===== config.mk =====
export PLATFORM = sky130hd
export DESIGN_NAME = eeprom_master
export DESIGN_NICKNAME = d
export VERILOG_FILES = /design/src/hdl/eeprom_pkg.sv /design/src/hdl/eeprom_master.sv
export SDC_FILE = /design/constraint.sdc
export NUM_CORES = 1
export LEC_CHECK = 0
export BUFFER_PORTS_ARGS = -buffer_cell sky130_fd_sc_hd__buf_2
export CORE_UTILIZATION = 54
export CTS_CLUSTER_DIAMETER = 100
export DETAILED_ROUTE_END_ITERATION = 16
export HOLD_SLACK_MARGIN = 0.08
export PLACE_DENSITY = 0.82
export SLEW_MARGIN = 20
export SYNTH_ARGS = -nofsm -noshare
export SYNTH_HDL_FRONTEND = slang
export SYNTH_SLANG_ARGS = --single-unit

===== constraint.sdc =====
create_clock -name CLK -period 4.73 [get_ports CLK]
set_input_delay 0.946 -clock CLK [delete_from_list [all_inputs] [get_ports CLK]]
set_output_delay 0.946 -clock CLK [all_outputs]
set_load 0.005 [all_outputs]

===== src/hdl/eeprom_pkg.sv =====
package eeprom_pkg;

    // 24C16 style part, 2 KB
    localparam int ADDR_W    = 11;
    localparam int DATA_W    = 8;
    localparam int MEM_DEPTH = 2048;
    localparam int HI_ADDR_W = ADDR_W - DATA_W;  // carried in the control byte

    localparam logic [3:0] DEV_CODE = 4'b1010;

    // one scl bit slot is low, low, high, high
    localparam int SLOT_CYCLES = 4;
    localparam int PH_W        = $clog2(SLOT_CYCLES);

    localparam logic [PH_W-1:0] PH_DRIVE = PH_W'(1);                // sda moves here
    localparam logic [PH_W-1:0] PH_RISE  = PH_W'(SLOT_CYCLES / 2);  // first high cycle
    localparam logic [PH_W-1:0] PH_LAST  = PH_W'(SLOT_CYCLES - 1);

    // 8 data slots plus the acknowledge slot
    localparam int BIT_CNT_W = 4;
    localparam logic [BIT_CNT_W-1:0] ACK_SLOT = BIT_CNT_W'(DATA_W);

    typedef struct packed {
        logic              wr;
        logic              rd;
        logic [ADDR_W-1:0] addr;
        logic [DATA_W-1:0] wdata;
    } eeprom_req_t;

    typedef enum logic [1:0] {
        OP_START,
        OP_STOP,
        OP_WRITE,
        OP_READ_NACK
    } bit_op_e;

    typedef struct packed {
        bit_op_e           op;
        logic [DATA_W-1:0] tx_byte;
        logic              go;
    } bit_cmd_t;

endpackage

===== src/hdl/eeprom_master.sv =====
`timescale 1ns/10ps

module eeprom_master (
    input  logic                          CLK,
    input  logic                          RESET,
    input  eeprom_pkg::eeprom_req_t       req,
    output logic                          busy,
    output logic                          ack,
    output logic [eeprom_pkg::DATA_W-1:0] rdata,
    output eeprom_pkg::bit_cmd_t          cmd,
    input  logic                          done,
    input  logic [eeprom_pkg::DATA_W-1:0] rx_byte
);

    typedef enum logic [3:0] {
        M_IDLE,
        M_START,
        M_CTRL_WR,
        M_ADDR,
        M_DATA_WR,
        M_RESTART,
        M_CTRL_RD,
        M_DATA_RD,
        M_STOP,
        M_FINISH
    } mst_state_e;

    mst_state_e                    state;
    logic                          is_rd;
    logic                          accept;
    logic [eeprom_pkg::ADDR_W-1:0] addr_q;
    logic [eeprom_pkg::DATA_W-1:0] wdata_q;

    assign accept = (state == M_IDLE) && (req.wr || req.rd);

    function automatic eeprom_pkg::bit_cmd_t step(input eeprom_pkg::bit_op_e op,
                                                  input logic [eeprom_pkg::DATA_W-1:0] b);
        eeprom_pkg::bit_cmd_t c;
        c.op      = op;
        c.tx_byte = b;
        c.go      = 1'b1;
        return c;
    endfunction

    // 1010, a10..a8, r/w
    function automatic logic [eeprom_pkg::DATA_W-1:0] ctrl_byte(
        input logic [eeprom_pkg::HI_ADDR_W-1:0] hi,
        input logic                             rd);
        return {eeprom_pkg::DEV_CODE, hi, rd};
    endfunction

    always_ff @(posedge CLK)
    begin
        if (RESET)
        begin
            state <= M_IDLE;
            busy  <= 1'b0;
            ack   <= 1'b0;
            is_rd <= 1'b0;
            cmd   <= '0;
        end
        else
        begin
            cmd.go <= 1'b0;
            ack    <= 1'b0;
            case (state)
                M_IDLE:
                    if (accept)
                    begin
                        is_rd <= !req.wr;  // write wins
                        busy  <= 1'b1;
                        cmd   <= step(eeprom_pkg::OP_START, '0);
                        state <= M_START;
                    end
                M_START:
                    if (done)
                    begin
                        cmd   <= step(eeprom_pkg::OP_WRITE, ctrl_byte(addr_q[10:8], 1'b0));
                        state <= M_CTRL_WR;
                    end
                M_CTRL_WR:
                    if (done)
                    begin
                        cmd   <= step(eeprom_pkg::OP_WRITE, addr_q[7:0]);
                        state <= M_ADDR;
                    end
                M_ADDR:
                    if (done)
                    begin
                        if (is_rd)
                        begin
                            cmd   <= step(eeprom_pkg::OP_START, '0);  // repeated start
                            state <= M_RESTART;
                        end
                        else
                        begin
                            cmd   <= step(eeprom_pkg::OP_WRITE, wdata_q);
                            state <= M_DATA_WR;
                        end
                    end
                M_RESTART:
                    if (done)
                    begin
                        cmd   <= step(eeprom_pkg::OP_WRITE, ctrl_byte(addr_q[10:8], 1'b1));
                        state <= M_CTRL_RD;
                    end
                M_CTRL_RD:
                    if (done)
                    begin
                        cmd   <= step(eeprom_pkg::OP_READ_NACK, '0);
                        state <= M_DATA_RD;
                    end
                M_DATA_WR,
                M_DATA_RD:
                    if (done)
                    begin
                        cmd   <= step(eeprom_pkg::OP_STOP, '0);
                        state <= M_STOP;
                    end
                M_STOP:
                    if (done)
                        state <= M_FINISH;
                default:
                begin
                    ack   <= 1'b1;
                    busy  <= 1'b0;
                    state <= M_IDLE;
                end
            endcase
        end
    end

    always_ff @(posedge CLK)
    begin
        if (accept)
        begin
            addr_q  <= req.addr;
            wdata_q <= req.wdata;
        end
        if ((state == M_FINISH) && is_rd)
            rdata <= rx_byte;  // engine still holds the read byte
    end

    // engine only takes go while idle, and it is never idle while done shows
    assert property (@(posedge CLK) disable iff (RESET) !(cmd.go && done))
        else $error("go issued in the same cycle as done");

endmodule


Yosys cells after proc, flatten, opt, wreduce, memory -nomap -nowiden
Index checks and enable logic that the tools add are counted.

operators by class
  eq/ne operators = 17
  muxes and demuxes = 22
  bitwise gates (word level) = 1
  reduce and logical (&&, ||, !) cells = 13

operators with widths
  operator            count
  $mux 11             8
  $pmux 11 s7         1
  $mux 4              8
  $pmux 4 s8          1
  $eq 4x3->1 const B  4
  $ne 2x2->1 const B  8
  $reduce_and 8->1    2
  $reduce_or 9->1     1
  $eq 4x2->1 const B  2
  $eq 4x4->1 const B  2
  $reduce_or 8->1     1
  $reduce_bool 7->1   1
  $eq 4x1->1 const B  1
  $logic_not 4->1     1
  $reduce_and 2->1    2
  $mux 1              3
  $logic_and 1x1->1   2
  $pmux 1 s2          1
  $reduce_or 2->1     1
  $logic_not 1->1     1
  $logic_or 1x1->1    1
  $not 1->1           1

storage, ports and cells
  flip-flop bits (word level) = 45
  input port bits = 32
  output and inout bits = 21
  word-level logic and storage cells = 63

Longest topological paths before layout
  word-level depth = 4
  depth in mapped cells = 5
  mapped depth without buffers = 4

Worst setup path after synthesis
OpenSTA, ideal clock, no wires.

  path kind = input-to-reg
  from = input port req[19] (netlist bit)
  to = register addr_q[0] (netlist bit), enable pin
  library setup time = 0.395 ns
  arrival time = 1.860 ns
  data required time = 4.335 ns
  path slack = 2.475 ns
  cell stages on the path = 2
  path buffers = 0
  cell sequence = nor2_1 nor2_1

on the way
  cells in the longest elaborated chain, start to end = 2

RTL lines
  element               RTL line              RTL
  start, declared       eeprom_master.sv:6    input eeprom_pkg::eeprom_req_t req,
  $logic_or 1x1->1      eeprom_master.sv:34   assign accept = (state == M_IDLE) && (req.wr || req.rd);
  $logic_and 1x1->1     eeprom_master.sv:34
  via accept            eeprom_master.sv:30   logic accept;
  end signal, assigned  eeprom_master.sv:137  addr_q <= req.addr;
  end, declared         eeprom_master.sv:31   logic [eeprom_pkg::ADDR_W-1:0] addr_q;

The timed path passes the listed nets, and every way through them passes these cells.
A chain may end at the register's enable or synchronous reset.

Final worst setup path
  from = input port done
  to = register cmd[3] (netlist bit)

on the way
  cells in the longest elaborated chain, start to end = 2
  elaborated cells on any way between the ends = 7
  those cells by class = eq/ne (6); reduce/logical (1)

RTL lines
  element                         RTL line             RTL
  start, declared                 eeprom_master.sv:11  input logic done,
  $ne 2x2->1 (no line)            --
  $reduce_and 8->1 (no line) (*)  --
  end signal, assigned            eeprom_master.sv:72  cmd <= step(eeprom_pkg::OP_START, '0);
  end signal, assigned            eeprom_master.sv:78  cmd <= step(eeprom_pkg::OP_WRITE, ctrl_byte(addr_q[10:8], 1'b0));
  end signal, assigned            eeprom_master.sv:84  cmd <= step(eeprom_pkg::OP_WRITE, addr_q[7:0]);
  end, declared                   eeprom_master.sv:10  output eeprom_pkg::bit_cmd_t cmd,

Mark *: on every way between the ends. The rest lies on a longest branch, timed or not.

==> results_dict.tcl <==
set metrics [dict create \
    status "finished clean" \
    report.final.setup_viol 0 \
    placedCellCount 226 \
    num_antenna_cells 0 \
    cts_setup_buffers 0 \
    setup_tns_ns 0 \
    synth_area_per_cell_um2 12.8 \
    seq_area_um2 1170 \
    area_growth_pct 21.2 \
    die_h_um 58.9 \
    root_buffer "clkbuf_4" \
    multi_input_area_um2 541 \
    antenna_found_initial 0 \
    worst_ir_drop_vdd_mv 0.203 \
    cp_top_family "simple AND/OR/NAND/NOR gates" \
    io_buffers 52 \
    p_per_area_nw_per_um2 380 \
    gp_congestion 0.816 \
    cts-hold-fix-buffers 0 \
    cts_sinks 45 \
    wl_um 3340 \
    wl_per_cell_um 14.3 \
    pre_cts_ws_ns 2.19 \
    grt_pass1_vias 1214 \
    maxSlewHeadroom 0.494 \
    synth_fp_nets 168 \
    synth_ff_type "edfxtp_1" \
    route.vias.total 1281 \
    final_cells 234 \
    grt_pass1_wl_um 5420 \
    clk_path_buf_depth 2 \
    hold_depth 1 \
    drive_above_1_share 0.326 \
    finalCriticalPeriod_ns 2.17 \
    ff2ff_path_depth 4 \
    fillCellCount 232 \
    dp_hpwl_um 2470 \
    cap_violations 0 \
    final_cell_mix "buf_2, edfxtp_1, dfxtp_1" \
    routed_via_density 5.47 \
    drc 0 \
    hold_start "cmd[10]" \
    hold_violations 0 \
    timing.critical_path.slowest_cell_delay_ns 0.64 \
    fin_nets 221 \
    cts_tree "yes" \
    h-tree-depth 2 \
    dieArea_um2 3470 \
    cp_slowest_cell "nor2b_1" \
    cp.arrival_ns 2.47 \
    cts-resized-gates 0 \
    cp-start-kind "input port" \
    grtUsageTotal 0.219 \
    setup_slack_ns 2.56 \
    synthCells 136 \
    end_kind "flip-flop" \
    grt_max_degree 22 \
    ant_nets 0 \
    slew_violations 0 \
    syn-cell-area_um2 1750 \
    synth.distinct_cells 35 \
    fmax_ghz 0.461 \
    ioPinCount 53 \
    regToRegEndpoint "cmd[3]" \
    layout_commonest_cell "buf_2" \
    synth_edf_count 27 \
    crit-reg2reg-launch "state[3]" \
    fp.coreArea_um2 3050 \
    synth-seq-cells 45 \
    crit_chain "buf_2 -> nor2b_1 -> and3_1 -> and2b_1 -> a221o_1" \
    dr.pass1.iters 4 \
    crit_buf_inv 1 \
    p_leak_nw 0.842 \
    worst-slew-pin-transition_ns 0.757 \
    die_x_um 58.9 \
    rsz0062_at_grt "false" \
    clock_latency_ns 0.35 \
    start_util 0.572 \
    min_period_over_period 0.458 \
    async_reset_ff_frac 0 \
    hp-class "reg -> reg" \
    required_ns 5.03 \
    worst_hold_path.endpoint "cmd[10]" \
    path_max_fanout 10 \
    r2r_slack_ns 2.84 \
    fp-row-count 20 \
    drt_iter0_markers 52 \
    critical_path_class "in -> reg" \
    clock_skew_ns 0.00841 \
    grt-ovfl-total 0 \
    cts.clk_slew.worst_paths_ns 0.12 \
    cts_buffers 5 \
    yosys_warnings 0 \
    ys_seq_area_frac 0.670 \
]
## area by class of cell
| class | instances | area share |
|---|---|---|
| Tap cell | 44 | 0.0260 |
| Multi-Input combinational cell | 82 | 0.255 |
| Clock inverter | 2 | 0.0160 |
| Inverter | 2 | 0.00355 |
| Timing Repair Buffer | 53 | 0.126 |
| Sequential cell | 45 | 0.553 |
| Clock buffer | 6 | 0.0195 |
## how the worst max path moves through the flow
stage	start	end	slack [ns]	cells after the start
after global routing	done	cmd[8]	2.47	5
after floorplan	req[19]	addr_q[0]	2.48	2
after detailed placement	done	cmd[3]	2.19	5
final	done	cmd[3]	2.56	5
after global placement	done	cmd[3]	2.29	5
after CTS	done	cmd[3]	2.57	5
## registers in the layout, summed over array words and instances (netlist names)
name	flops
cmd	11
state	4
ack	1
wdata_q	8
busy	1
rdata	8
is_rd	1
addr_q	11
## stage by stage
step	power [mW]	cell area, um^2	utilization	hold WS [ns]
floorplan	0.547	1750	-	0.448
global placement	0.584	2040	0.669	0.457
detailed placement	0.591	2040	0.669	0.448
CTS	0.809	2120	0.693	0.477
global route	0.839	2120	0.693	0.497
finish	0.804	2120	0.693	0.475
## where the power goes
part           switching [mW]  total (mW)  internal (mW)  leakage (nW)
Clock                   0.112       0.222          0.110        0.0399
Sequential             0.0235       0.478          0.454         0.403
Combinational          0.0575       0.104         0.0464         0.399
Total                   0.193       0.804          0.611         0.842
## metal layers
metal | track usage | wire length, um
met1 | 0.248 | 1370
met3 | 0.0769 | 219
met5 | 0 | 0
met2 | 0.377 | 1700
met4 | 0.0884 | 53
## synth_stat cells, types with 2 or more instances
cell type / n / area, um^2
nand3b_1: 3 / 22.5
inv_1: 2 / 7.51
nor2_1: 8 / 30.0
a211oi_1: 3 / 22.5
o21ai_1: 3 / 15.0
nor2b_1: 6 / 37.5
nor3_1: 8 / 40.0
o2bb2ai_1: 4 / 35.0
a21o_1: 2 / 15.0
a221o_1: 3 / 30.0
dfxtp_1: 18 / 360
nand2_1: 5 / 18.8
a22oi_1: 2 / 15.0
edfxtp_1: 27 / 811
a21oi_1: 10 / 50.1
clkbuf_1: 6 / 22.5
a32oi_1: 4 / 35.0
o21ai_0: 3 / 15.0
or3_1: 3 / 18.8
## cell families after synthesis
| kind of cell | count (synthesis) | synth area share |
|---|---|---|
| AO/OA/AOI/OAI | 39 | 0.168 |
| XOR/XNOR | 1 | 0.00502 |
| buffers and inverters | 9 | 0.0201 |
| multiplexers | 1 | 0.00573 |
| AND/OR/NAND/NOR | 41 | 0.130 |
| flip-flops | 45 | 0.670 |
Power figures use the tool's default switching activity.
