==> config.mk <==
export PLATFORM = sky130hd
export DESIGN_NAME = i2c_bit_engine
export DESIGN_NICKNAME = d
export VERILOG_FILES = /design/src/hdl/eeprom_pkg.sv /design/src/hdl/i2c_bit_engine.sv
export SDC_FILE = /design/constraint.sdc
export NUM_CORES = 1
export LEC_CHECK = 0
export BUFFER_PORTS_ARGS = -buffer_cell sky130_fd_sc_hd__buf_4
export CORE_UTILIZATION = 41
export DETAILED_ROUTE_END_ITERATION = 12
export HOLD_SLACK_MARGIN = 0.15
export SYNTH_ARGS = -nofsm -noshare
export SYNTH_HDL_FRONTEND = slang
export SYNTH_SLANG_ARGS = --single-unit
==> constraint.sdc <==
create_clock -name CLK -period 1.7 [get_ports CLK]
set_clock_uncertainty 0.15 [all_clocks]
set_input_delay 0.17 -clock CLK [delete_from_list [all_inputs] [get_ports CLK]]
set_output_delay 0.17 -clock CLK [all_outputs]
set_load 0.02 [all_outputs]
==> src/hdl/eeprom_pkg.sv <==
package eeprom_pkg;

    // 24C16 style part, 2 KB
    localparam int ADDR_W    = 11;
    localparam int DATA_W    = 8;
    localparam int MEM_DEPTH = 2048;
    localparam int HI_ADDR_W = ADDR_W - DATA_W;  // carried in the control byte

    localparam logic [3:0] DEV_CODE = 4'b1010;

    // one scl bit slot is low, low, high, high
    localparam int SLOT_CYCLES = 4;
    localparam int PH_W        = $clog2(SLOT_CYCLES);

    localparam logic [PH_W-1:0] PH_DRIVE = PH_W'(1);                // sda moves here
    localparam logic [PH_W-1:0] PH_RISE  = PH_W'(SLOT_CYCLES / 2);  // first high cycle
    localparam logic [PH_W-1:0] PH_LAST  = PH_W'(SLOT_CYCLES - 1);

    // 8 data slots plus the acknowledge slot
    localparam int BIT_CNT_W = 4;
    localparam logic [BIT_CNT_W-1:0] ACK_SLOT = BIT_CNT_W'(DATA_W);

    typedef struct packed {
        logic              wr;
        logic              rd;
        logic [ADDR_W-1:0] addr;
        logic [DATA_W-1:0] wdata;
    } eeprom_req_t;

    typedef enum logic [1:0] {
        OP_START,
        OP_STOP,
        OP_WRITE,
        OP_READ_NACK
    } bit_op_e;

    typedef struct packed {
        bit_op_e           op;
        logic [DATA_W-1:0] tx_byte;
        logic              go;
    } bit_cmd_t;

endpackage
==> src/hdl/i2c_bit_engine.sv <==
`timescale 1ns/10ps

module i2c_bit_engine (
    input  logic                          CLK,
    input  logic                          RESET,
    input  eeprom_pkg::bit_cmd_t          cmd,
    output logic                          done,
    output logic [eeprom_pkg::DATA_W-1:0] rx_byte,
    output logic                          scl,
    output logic                          master_sda_low,
    input  logic                          sda
);

    typedef enum logic {
        ENG_IDLE,
        ENG_RUN
    } eng_state_e;

    eng_state_e                          state;
    eeprom_pkg::bit_op_e                 op;
    logic [eeprom_pkg::DATA_W-1:0]       tx_sh;
    logic [eeprom_pkg::PH_W-1:0]         ph;
    logic [eeprom_pkg::PH_W-1:0]         ph_next;
    logic [eeprom_pkg::BIT_CNT_W-1:0]    bit_cnt;
    logic                                edge_op;   // start or stop
    logic                                last_slot;
    logic                                sda_low_next;
    logic                                ss_active;

    assign ph_next   = ph + 1'b1;
    assign edge_op   = (op == eeprom_pkg::OP_START) || (op == eeprom_pkg::OP_STOP);
    assign last_slot = edge_op || (bit_cnt == eeprom_pkg::ACK_SLOT);
    assign ss_active = (state == ENG_RUN) && edge_op;

    // sda level for the second low cycle of a slot
    always_comb
    begin
        case (op)
            eeprom_pkg::OP_START: sda_low_next = 1'b0;  // release before scl rises
            eeprom_pkg::OP_STOP:  sda_low_next = 1'b1;
            eeprom_pkg::OP_WRITE: sda_low_next = (bit_cnt != eeprom_pkg::ACK_SLOT) &&
                                                 !tx_sh[eeprom_pkg::DATA_W-1];
            default:              sda_low_next = 1'b0;  // read bits and the nack
        endcase
    end

    always_ff @(posedge CLK)
    begin
        if (RESET)
        begin
            state          <= ENG_IDLE;
            ph             <= '0;
            bit_cnt        <= '0;
            scl            <= 1'b1;
            master_sda_low <= 1'b0;
            done           <= 1'b0;
        end
        else
        begin
            done <= 1'b0;
            case (state)
                ENG_IDLE:
                    if (cmd.go)
                    begin
                        state   <= ENG_RUN;
                        ph      <= '0;
                        bit_cnt <= '0;
                        scl     <= 1'b0;
                    end
                default:
                begin
                    ph <= ph_next;  // wraps at end of slot
                    if (ph_next == eeprom_pkg::PH_DRIVE)
                        master_sda_low <= sda_low_next;
                    if (ph_next == eeprom_pkg::PH_RISE)
                        scl <= 1'b1;
                    if (ph_next == eeprom_pkg::PH_LAST)
                    begin
                        // done shows during the last cycle so the next go follows at once
                        done <= last_slot;
                        if (op == eeprom_pkg::OP_START)
                            master_sda_low <= 1'b1;  // sda falls, scl high
                        else if (op == eeprom_pkg::OP_STOP)
                            master_sda_low <= 1'b0;  // sda rises, scl high
                    end
                    if (ph == eeprom_pkg::PH_LAST)
                    begin
                        if (last_slot)
                            state <= ENG_IDLE;  // bus left with scl high
                        else
                        begin
                            scl     <= 1'b0;
                            bit_cnt <= bit_cnt + 1'b1;
                        end
                    end
                end
            endcase
        end
    end

    always_ff @(posedge CLK)
    begin
        if ((state == ENG_IDLE) && cmd.go)
        begin
            op    <= cmd.op;
            tx_sh <= cmd.tx_byte;
        end
        else if ((state == ENG_RUN) && (ph == eeprom_pkg::PH_LAST) &&
                 (op == eeprom_pkg::OP_WRITE))
            tx_sh <= {tx_sh[eeprom_pkg::DATA_W-2:0], 1'b0};  // msb first

        if ((state == ENG_RUN) && (ph == eeprom_pkg::PH_RISE) &&
            (op == eeprom_pkg::OP_READ_NACK) && (bit_cnt != eeprom_pkg::ACK_SLOT))
            rx_byte <= {rx_byte[eeprom_pkg::DATA_W-2:0], sda};  // mid high phase
    end

    // only start and stop may move sda while scl is high
    assert property (@(posedge CLK) disable iff (RESET)
        (master_sda_low != $past(master_sda_low)) |-> (!scl || $past(ss_active)))
        else $error("master sda changed with scl high outside start/stop");

endmodule

# --- After elaboration in Yosys (flattened, before gate mapping) ---
# Index checks and enable logic that the tools add are counted.
totals:
  out_inout_bits: 11
  register_bits: 28
classes:
  n_mux: 22
  n_bitwise: 2
  reduce_logical: 15
  add_sub_neg: 2
  eq_ne: 12
ops:
  columns: ["cell", "n"]
  rows:
  - ["2-to-1 mux 4 bit", 4]
  - ["2-to-1 mux 8 bit", 2]
  - ["2-to-1 mux 1 bit", 13]
  - ["equality test 2 bit (second input constant)", 6]
  - ["logical AND 1 bit", 7]
  - ["adder 4 x 1 -> 4 bit (second input constant)", 1]
  - ["equality test 2 x 1 -> 1 bit (second input constant)", 2]
  - ["equality test 4 bit (second input constant)", 1]
  - ["2-to-1 mux 2 bit", 2]
  - ["!= test 4 bit (second input constant)", 1]
  - ["nonzero test 2 bit", 2]
  - ["AND reduction 3 bit", 1]
  - ["OR reduction 3 bit", 1]
  - ["adder 2 x 1 -> 2 bit (second input constant)", 1]
  - ["logical NOT 2 bit", 1]
  - ["logical OR 1 bit", 2]
  - ["!= test 2 x 1 -> 1 bit (second input constant)", 1]
  - ["!= test 2 bit (second input constant)", 1]
  - ["inverter 1 bit", 2]
  - ["case mux 1 bit (2 select lines)", 1]
  - ["logical NOT 1 bit", 1]

# --- Longest topological paths before layout ---
# Gate-level depths: netlist of the first run.
logic_depth:
  depth_word: 7
  ltp_mapped: 6
  depth_no_buf: 6

# --- Least setup slack after synthesis of the first run ---
# Ideal clock, no wire load.
synth_timing:
  kind: "reg-to-reg"
  from: "reg op[0]"
  to: "reg bit_cnt[3] in the netlist's numbering"
  setup_slack_ns: 0.118
  setup_time_ns: 0.131
  path_buffers: 0
  arrival_time_ns: 1.301
  synth_period_minus_slack_ns: 1.582
  path_stages_with_launch: 7
  path_cell_list: "edfxtp_1 inv_1 ha_1 and4bb_1 nand4_1 xor2_1 nor3_2"
synth_via:
  elab_chain_len: 5
  elab_cells_between_ends: 6
  cone_classes: "eq/ne: 2; reduce/logical: 4"
synth_lines:
  columns: ["item", "line", "text"]
  rows:
  - ["start: declaration", "i2c_bit_engine.sv:20", "eeprom_pkg::bit_op_e op;"]
  - ["start signal: assignment", "i2c_bit_engine.sv:105", "op <= cmd.op;"]
  - ["equality test 2 x 1 -> 1 bit or logical NOT 2 bit (tied branches)", "i2c_bit_engine.sv:31", "assign edge_op = (op == eeprom_pkg::OP_START) || (op == eeprom_pkg::OP_STOP);"]
  - ["logical OR 1 bit (*)", "i2c_bit_engine.sv:31", null]
  - ["logical OR 1 bit (*)", "i2c_bit_engine.sv:32", "assign last_slot = edge_op || (bit_cnt == eeprom_pkg::ACK_SLOT);"]
  - ["!= test 2 bit (no source line) (*)", null, null]
  - ["AND reduction 3 bit (no source line) (*)", null, null]
  - ["end signal: assignment", "i2c_bit_engine.sv:93", "bit_cnt <= bit_cnt + 1'b1;"]
  - ["end: declaration", "i2c_bit_engine.sv:24", "logic [eeprom_pkg::BIT_CNT_W-1:0] bit_cnt;"]
# Every way passes the cells marked *; elsewhere a longest branch is shown, timed or not.
# A chain may end at the register's enable or synchronous reset.

# --- Final worst setup path of the first run ---
# Ends and elaborated chain as after synthesis.

==> metrics.txt, run 1 <==
status finished clean; Sw Share 0.2047; dpl hpwl approximately 1500 µm; Syn-to-layout area delta 38.12%; Fin. Hold Viols 0; max incr delay on CP between 400 and 500 ps; Ys Warns 0; Post-Syn Area ~1300 µm²; Leak 0.7050 nW; cell count after synthesis 101; Final Max Slew Viols 0; row count 19; CTS tree built; Internal between 1 and 1.5 mW; GRT Util Overall 0.1515; FF+latch area ~740 µm²; DR WL/cell 11.72 µm; CP endpoint kind register; Synth area leader edfxtp_1; Seq cells post-synth 28; synth top area cells edfxtp_1, dfxtp_1, ha_1; number of flops mapped to enable cells by yosys 18; RSZ-0062 raised after global routing yes; Combinational Power Share 0.120; # diodes 0; number of buffers added on ports 24; fin crit share 0.9741; ys flop type edfxtp_1; min-delay worst type reg -> reg; IO Pins 25; Crit Path Category reg -> reg; first-pass GRT wire length ~4000 µm; maximum vdd drop between 0.5 and 0.6 mV; Synth top cells by count edfxtp_1, dfxtp_1, ha_1; starting density of the core 0.4485; root buffer cell clkbuf_4; CP max-delay cell edfxtp_1; synth unique cells 29; DRT met1 WL between 1000 and 1500 µm; CP startpoint kind register; Yosys top cell area share 0.4190; Final nets ~170; CTS max path bufs 2; part of the power in registers 0.561; cts bufs inserted 3; Clock Power Share 0.319; Starting DRT DRC Count 23; Final Power ~1.4 mW; number of global-route vias before repair 920; Max Used Layer met4; Synth Area per Inst about 13 µm²; initial antenna violation count 0; net count after synthesis about 130; crit-path cells inv_2 > ha_4 > and4bb_2 > nand4_1 > xor2_1 > nor3_2; most frequent cell after synthesis edfxtp_1; Routed Antenna Nets 0; Fillers around 240; DR vias roughly 880; final worst setup slack 44.02 ps; DP Area 1536 µm²; Reg clk slew, reported paths 150 ps; GRT Residual Overflow 0; die height 58.09 µm; Core Area ~2900 µm²; NetSw about 280 µW; Post-synth ARST share 0; final setup vio count 0; DR vias/cell roughly 4.7; Peak Freq between 0.6 and 0.7 GHz; die width approximately 58 µm; Tmin final 1656 ps; design area roughly 1800 µm²; CP arrival approximately 1700 ps; Worst EP required about 1800 ps; Setup TNS 0 ps; relative slew slack 0.8490; routed wl met3 approximately 65 µm; worst-path fanout max 4; Skew-Pair Late Insertion Delay roughly 320 ps; pwr dens around 760 nW/µm²; fraction of layout cells with a size suffix above 1 0.3425; DRC viols 0; MaxCap Viol Count 0; routed wire length between 2000 and 2500 µm; RePlAce Congestion 0.7701; multi-input logic area 530.5 µm²; WL met2 approximately 1100 µm; clk sinks 28; sequential area share after synthesis 0.5742; Least-Margin Pin Slew 225.0 ps; 1st-pass router iterations 4; largest net degree at the start of global routing 17; DP Worst Slack roughly 24 ps; Die ar. between 3000 and 4000 µm²; H-tree Lvls 1
[per-layer routing]
metal,vias up,GRT usage
met3,2,0.02009
met1,414,0.1965
met5,-,0
met4,0,0.05102
met2,18,0.2611
li1,449,-
[per-stage QoR]
stage                     cells    util  hold slack [ps]
after floorplan             101       -            118.9
after global placement      168  0.5341            200.2
after detailed placement    168  0.5341            200.1
after CTS                   186  0.6011            322.9
after global routing        188  0.6194            341.1
final                       188  0.6194            321.4
[kinds of logic (layout without fill, tap and decap cells)]
kind of cell             Yosys count  in the layout  share of synthesized area
AND/OR/NAND/NOR                   31             31                     0.1513
adder cells (fa/ha/maj)           10             10                    0.09699
buffers and inverters             12             57                    0.04171
multiplexers                       8              8                    0.06887
flip-flops                        28             28                     0.5742
AO/OA/AOI/OAI                     10             10                    0.05335
XOR/XNOR                           2              2                    0.01358
[critical path: cells and delay by family (launching register included)]
kind / cells / cell delay (ps)
and+or+nand+nor: 3 / 490
DFF: 1 / 480
xor gates and xnor gates: 1 / 180
buffers and inverters: 1 / 90
adders and majority gates: 1 / 170
[what timing repair did]
action	CTS	global route
resized for setup	0	13
setup buffers	0	2
endpoints found under the setup margin	0	13
hold buffers	14	0
hold endpoints to repair	21	0
[power by group through the flow]
stage	Sequential [mW]	Clock, mW	Combinational (mW)
3_3_place_gp	0.774	0	0.125
5_1_grt	0.764	0.464	0.181
6_report	0.761	0.434	0.163
3_5_place_dp	0.776	0	0.127
2_1_floorplan	0.777	0	0.0732
4_1_cts	0.761	0.449	0.154
[state kept, by name, summed over array words and instances (netlist names)]
name / count
rx_byte: 8
tx_sh: 8
bit_cnt: 4
op: 2
ph: 2
done: 1
master_sda_low: 1
scl: 1
state: 1
[placed cells by master, fill, tap and decap left out, types with 2 or more instances in the layout]
cell type,count
clkbuf_4,3
dfxtp_1,8
dfxtp_2,2
buf_4,31
ha_4,2
nor3_2,3
nor2_1,8
ha_1,8
inv_2,2
nand3_1,3
nand2_1,4
xor2_1,2
edfxtp_1,18
nor3_1,3
dlygate4sd3_1,14
inv_1,6
a21oi_1,4
nand4_1,2
mux2_1,7
[final timing paths]
check | endpoint | start | depth (start not counted) | slack, ps
min | rx_byte[7]$_DFFE_PP_ | rx_byte[6]$_DFFE_PP_ | 0 | 320
max reg2reg | bit_cnt[3]$_SDFFE_PP0P_ | op[0]$_DFFE_PP_ | 6 | 40
max | bit_cnt[3]$_SDFFE_PP0P_ | op[0]$_DFFE_PP_ | 6 | 40
min reg2reg | rx_byte[7]$_DFFE_PP_ | rx_byte[6]$_DFFE_PP_ | 0 | 320
[cell type report]
class	count	share of cell area
Inverter	8	0.01685
Tap cell	42	0.02949
Sequential cell	28	0.4171
Clock buffer	3	0.01264
Multi-Input combinational cell	61	0.2978
Timing Repair Buffer	45	0.2093
Clock inverter	1	0.01685
(Power assumes the default switching activity.)
==> run 2, diff against run 1 <==
- clock period: 1.7 -> 1.85 ns (I/O delays scaled with it)
==> metrics.txt, run 2 (synthesis results as in run 1) <==
status finished clean (unchanged); CP arrival 1570 ps (was 1740 ps); worst-path fanout max 8 (was 4); Core Area 2877 µm² (unchanged); CP endpoint kind register (unchanged); FF-to-FF path depth 4 (was 6); final setup vio count 0 (unchanged); DRC viols 0 (unchanged); Routed Antenna Nets 0 (unchanged); MaxCap Viol Count 0 (unchanged); relative slew slack 0.7631 (was 0.8490); Crit Path Category reg -> reg (unchanged); CP startpoint kind register (unchanged); Leak 0.6797 nW (was 0.7050 nW); Setup TNS 0 ps (unchanged); DP Worst Slack 152.5 ps (was 24.10 ps); IO Pins 25 (unchanged); routed wire length 2209 µm (was 2203 µm); CTS max path bufs 2 (unchanged); hold buffer count at cts 13 (was 14); Syn-to-layout area delta 32.10% (was 38.12%); Largest regs rx_byte: 8 flops, tx_sh: 8 flops, bit_cnt: 4 flops (unchanged); Final nets 166 (was 171); pwr dens 724.2 nW/µm² (was 762.0 nW/µm²); clk sinks 28 (unchanged); 1st-pass router iterations 4 (unchanged); # diodes 0 (unchanged); Least-Margin Pin Slew 355.3 ps (was 225.0 ps); Tmin final 1707 ps (was 1656 ps); number of buffers added on ports 24 (unchanged); DR vias/cell 4.656 (was 4.697); Worst EP required 1710 ps (was 1780 ps); final worst setup slack 142.7 ps (was 44.02 ps); first-pass GRT wire length 3912 µm (was 3891 µm); H-tree Lvls 1 (unchanged); root buffer cell clkbuf_4 (unchanged); Skew-Pair Late Insertion Delay 330 ps (was 320 ps); postcts setup bufs 0 (unchanged); die width 58.09 µm (unchanged); starting density of the core 0.4485 (unchanged); initial antenna violation count 0 (unchanged); row count 19 (unchanged); Fin. Hold Viols 0 (unchanged); most frequent cells in the layout buf_4, edfxtp_1, dlygate4sd3_1, ha_1, dfxtp_1 (was buf_4, edfxtp_1, dlygate4sd3_1); WHS Path Cells 0 (unchanged); most common cell after layout, fill and taps aside buf_4 (unchanged); Starting DRT DRC Count 16 (was 23); min-delay worst type reg -> reg (unchanged); Final Max Slew Viols 0 (unchanged); maximum vdd drop 0.4574 mV (was 0.5068 mV); RePlAce Congestion 0.7855 (was 0.7701); Die ar. 3374 µm² (unchanged); die height 58.09 µm (unchanged); hold slack 325.1 ps (was 321.4 ps); RSZ-0062 raised after global routing no (was yes); fin crit share 0.9229 (was 0.9741); DR vias 852 (was 883); fraction of layout cells with a size suffix above 1 0.2482 (was 0.3425); GRT Util Overall 0.1533 (was 0.1515); number of global-route vias before repair 883 (was 920); dpl hpwl 1529 µm (was 1539 µm); GRT Residual Overflow 0 (unchanged); largest net degree at the start of global routing 17 (unchanged); cts bufs inserted 3 (unchanged); DR WL/cell 12.07 µm (was 11.72 µm); PostCTS Resize Cnt 0 (unchanged); Reg clk slew, reported paths 150 ps (about the same); CTS tree built (unchanged); Peak Freq 0.5857 GHz (was 0.6039 GHz)
[run 2: path summary, 6_finish.rpt]
check | to | start | slack (ps)
max | rx_byte[5]$_DFFE_PP_ | bit_cnt[0]$_SDFFE_PP0P_ | 140
min | rx_byte[5]$_DFFE_PP_ | rx_byte[4]$_DFFE_PP_ | 330
max reg2reg | rx_byte[5]$_DFFE_PP_ | bit_cnt[0]$_SDFFE_PP0P_ | 140
min reg2reg | rx_byte[5]$_DFFE_PP_ | rx_byte[4]$_DFFE_PP_ | 330
[run 2: cell type report]
type	instances	area, µm²
inverters	8	30.03
fillers	241	1172
well taps	42	52.55
repair buffers	40	332.8
multi-input cells	61	495.5
clock buffers	3	22.52
flip-flops and latches	28	740.7
clock inverters	1	30.03
[run 2: layer usage]
layer / part of all wire / track usage / vias to the layer above
li1: - / - / 438
met1: 0.47 / 0.1905 / 394
met2: 0.49 / 0.2627 / 16
met3: 0.027 / 0.02679 / 4
met4: 0.012 / 0.06463 / 0
met5: 0 / 0 / -
[run 2: stage by stage]
stage	cell area (µm²)	util	power (mW)	std cells
global route	1704	0.5924	1.290	183
detailed placement	1521	0.5289	0.8274	166
floorplan	1290	-	0.7815	101
global placement	1521	0.5289	0.8242	166
CTS	1704	0.5924	1.251	183
finish	1704	0.5924	1.234	183
[run 2: power by group]
group	internal, mW	switching (mW)	leakage, nW	total [mW]
sequential	0.688	0.0104	0.249	0.699
clock	0.219	0.180	0.0279	0.399
combinational	0.0750	0.0613	0.403	0.136
[run 2: worst max-delay path: stages (launching register included)]
cell,delay (ps)
dfxtp_1,390
inv_1,80
ha_1,230
nand3b_4,110
and4_1,430
==> run 3, diff against run 2 <==
- CORE_MARGIN: default -> 8
==> metrics.txt, run 3 (synthesis results as in run 1) <==
CTS max path bufs 2 (unchanged); die width 72.09 µm (was 58.09 µm); Largest regs rx_byte: 8 flops, tx_sh: 8 flops, bit_cnt: 4 flops (unchanged); Core Area 3028 µm² (was 2877 µm²); clk sinks 28 (unchanged); relative slew slack 0.7606 (was 0.7631); RePlAce Congestion 0.7996 (was 0.7855); DRC viols 0 (unchanged); DR WL/cell 12.66 µm (was 12.07 µm); starting density of the core 0.4260 (was 0.4485); first-pass GRT wire length 4215 µm (was 3912 µm); Skew-Pair Late Insertion Delay 320 ps (was 330 ps); cts bufs inserted 3 (unchanged); routed wire length 2330 µm (was 2209 µm); number of buffers added on ports 24 (unchanged); final worst setup slack 139.7 ps (was 142.7 ps); Leak 0.6746 nW (was 0.6797 nW); Non-Filler Instances 184 (was 183); hold slack 325.8 ps (was 325.1 ps); GRT Residual Overflow 0 (unchanged); worst-path fanout max 8 (unchanged); Peak Freq 0.5847 GHz (was 0.5857 GHz); design area 1699 µm² (was 1704 µm²); CP arrival 1580 ps (was 1570 ps); Tmin final 1710 ps (was 1707 ps); Fin. Hold Viols 0 (unchanged); pwr dens 722.6 nW/µm² (was 724.2 nW/µm²); most frequent cells in the layout buf_4, edfxtp_1, dlygate4sd3_1, ha_1, dfxtp_1 (unchanged); Final Power 1.228 mW (was 1.234 mW); fraction of layout cells with a size suffix above 1 0.2429 (was 0.2482); Final Max Slew Viols 0 (unchanged); final setup vio count 0 (unchanged); row count 20 (was 19); Syn-to-layout area delta 31.72% (was 32.10%); fin crit share 0.9245 (was 0.9229); met3 usage 0.02342 (was 0.02679); Post-Place Cells 167 (was 166); initial antenna violation count 0 (unchanged); Starting DRT DRC Count 24 (was 16); CP endpoint kind register (unchanged); MaxCap Viol Count 0 (unchanged); DR vias/cell 4.674 (was 4.656); die height 72.09 µm (was 58.09 µm); Setup TNS 0 ps (unchanged); maximum vdd drop 0.3734 mV (was 0.4574 mV); number of global-route vias before repair 938 (was 883); GRT busiest layer met2 (unchanged); DP Worst Slack 124.5 ps (was 152.5 ps); IO Pins 25 (unchanged); largest net degree at the start of global routing 17 (unchanged); RSZ-0062 raised after global routing no (unchanged); status finished clean (unchanged); DP Area 1516 µm² (was 1521 µm²); GRT Util Overall 0.09919 (was 0.1533); met2 Track Usage GR 0.1785 (was 0.2627); Routed Antenna Nets 0 (unchanged); CP startpoint kind register (unchanged); most common cell after layout, fill and taps aside buf_4 (unchanged); Die ar. 5197 µm² (was 3374 µm²); min-delay worst type reg -> reg (unchanged); CTS tree built (unchanged); # diodes 0 (unchanged); Final nets 165 (was 166); Worst EP required 1710 ps (about the same); Crit Path Category reg -> reg (unchanged); Least-Margin Pin Slew 359.0 ps (was 355.3 ps); 1st-pass router iterations 4 (unchanged); Reg clk slew, reported paths 150 ps (about the same); root buffer cell clkbuf_4 (unchanged); DR vias 860 (was 852); met1 usage 0.1113 (was 0.1905); Core Util, Final 0.5612 (was 0.5924); H-tree Lvls 1 (unchanged); dpl hpwl 1755 µm (was 1529 µm)
[run 3: cell types whose count changed in the layout (fill, tap and decap cells not counted), sizes merged]
cell  delta
buf      -1
[run 3: metal layers]
metal,routed length (µm),part of all wire
met4,26,0.011
met2,1224,0.53
met1,1006,0.43
met3,72,0.031
met5,0,0
[run 3: path summary, 6_finish.rpt]
check / from / to / slack, ps / depth (start not counted)
worst max-delay path: bit_cnt[0]$_SDFFE_PP0P_ / rx_byte[0]$_DFFE_PP_ / 140 / 4
worst min-delay path: rx_byte[3]$_DFFE_PP_ / rx_byte[4]$_DFFE_PP_ / 330 / 0
worst max register to register: bit_cnt[0]$_SDFFE_PP0P_ / rx_byte[0]$_DFFE_PP_ / 140 / 4
worst min register to register: rx_byte[3]$_DFFE_PP_ / rx_byte[4]$_DFFE_PP_ / 330 / 0
[run 3: critical path: stages (launching register included)]
cell      delay [ps]
dfxtp_1          400
inv_1             90
ha_1             230
nand3b_4         110
and4_1           430
[run 3: area by class of cell]
| cell class | instances | area, µm² |
|---|---|---|
| Tap cell | 44 | 55.05 |
| Timing Repair Buffer | 39 | 325.3 |
| Fill cell | 262 | 1329 |
| Clock inverter | 1 | 30.03 |
| Multi-Input combinational cell | 61 | 495.5 |
| Inverter | 8 | 30.03 |
| Clock buffer | 3 | 22.52 |
| Sequential cell | 28 | 740.7 |
[run 3: timing repair]
action | 4_1_cts | 5_1_grt
setup buffers | 0 | 0
hold buffers | 13 | 0
resized for setup | 0 | 0
endpoints found under the hold margin | 21 | 0
[run 3: power breakdown]
group          switching [mW]  internal (mW)  leakage, nW
Clock                   0.177          0.219       0.0279
Sequential             0.0104          0.688        0.249
Combinational          0.0596         0.0732        0.398
Total                   0.247          0.981        0.675
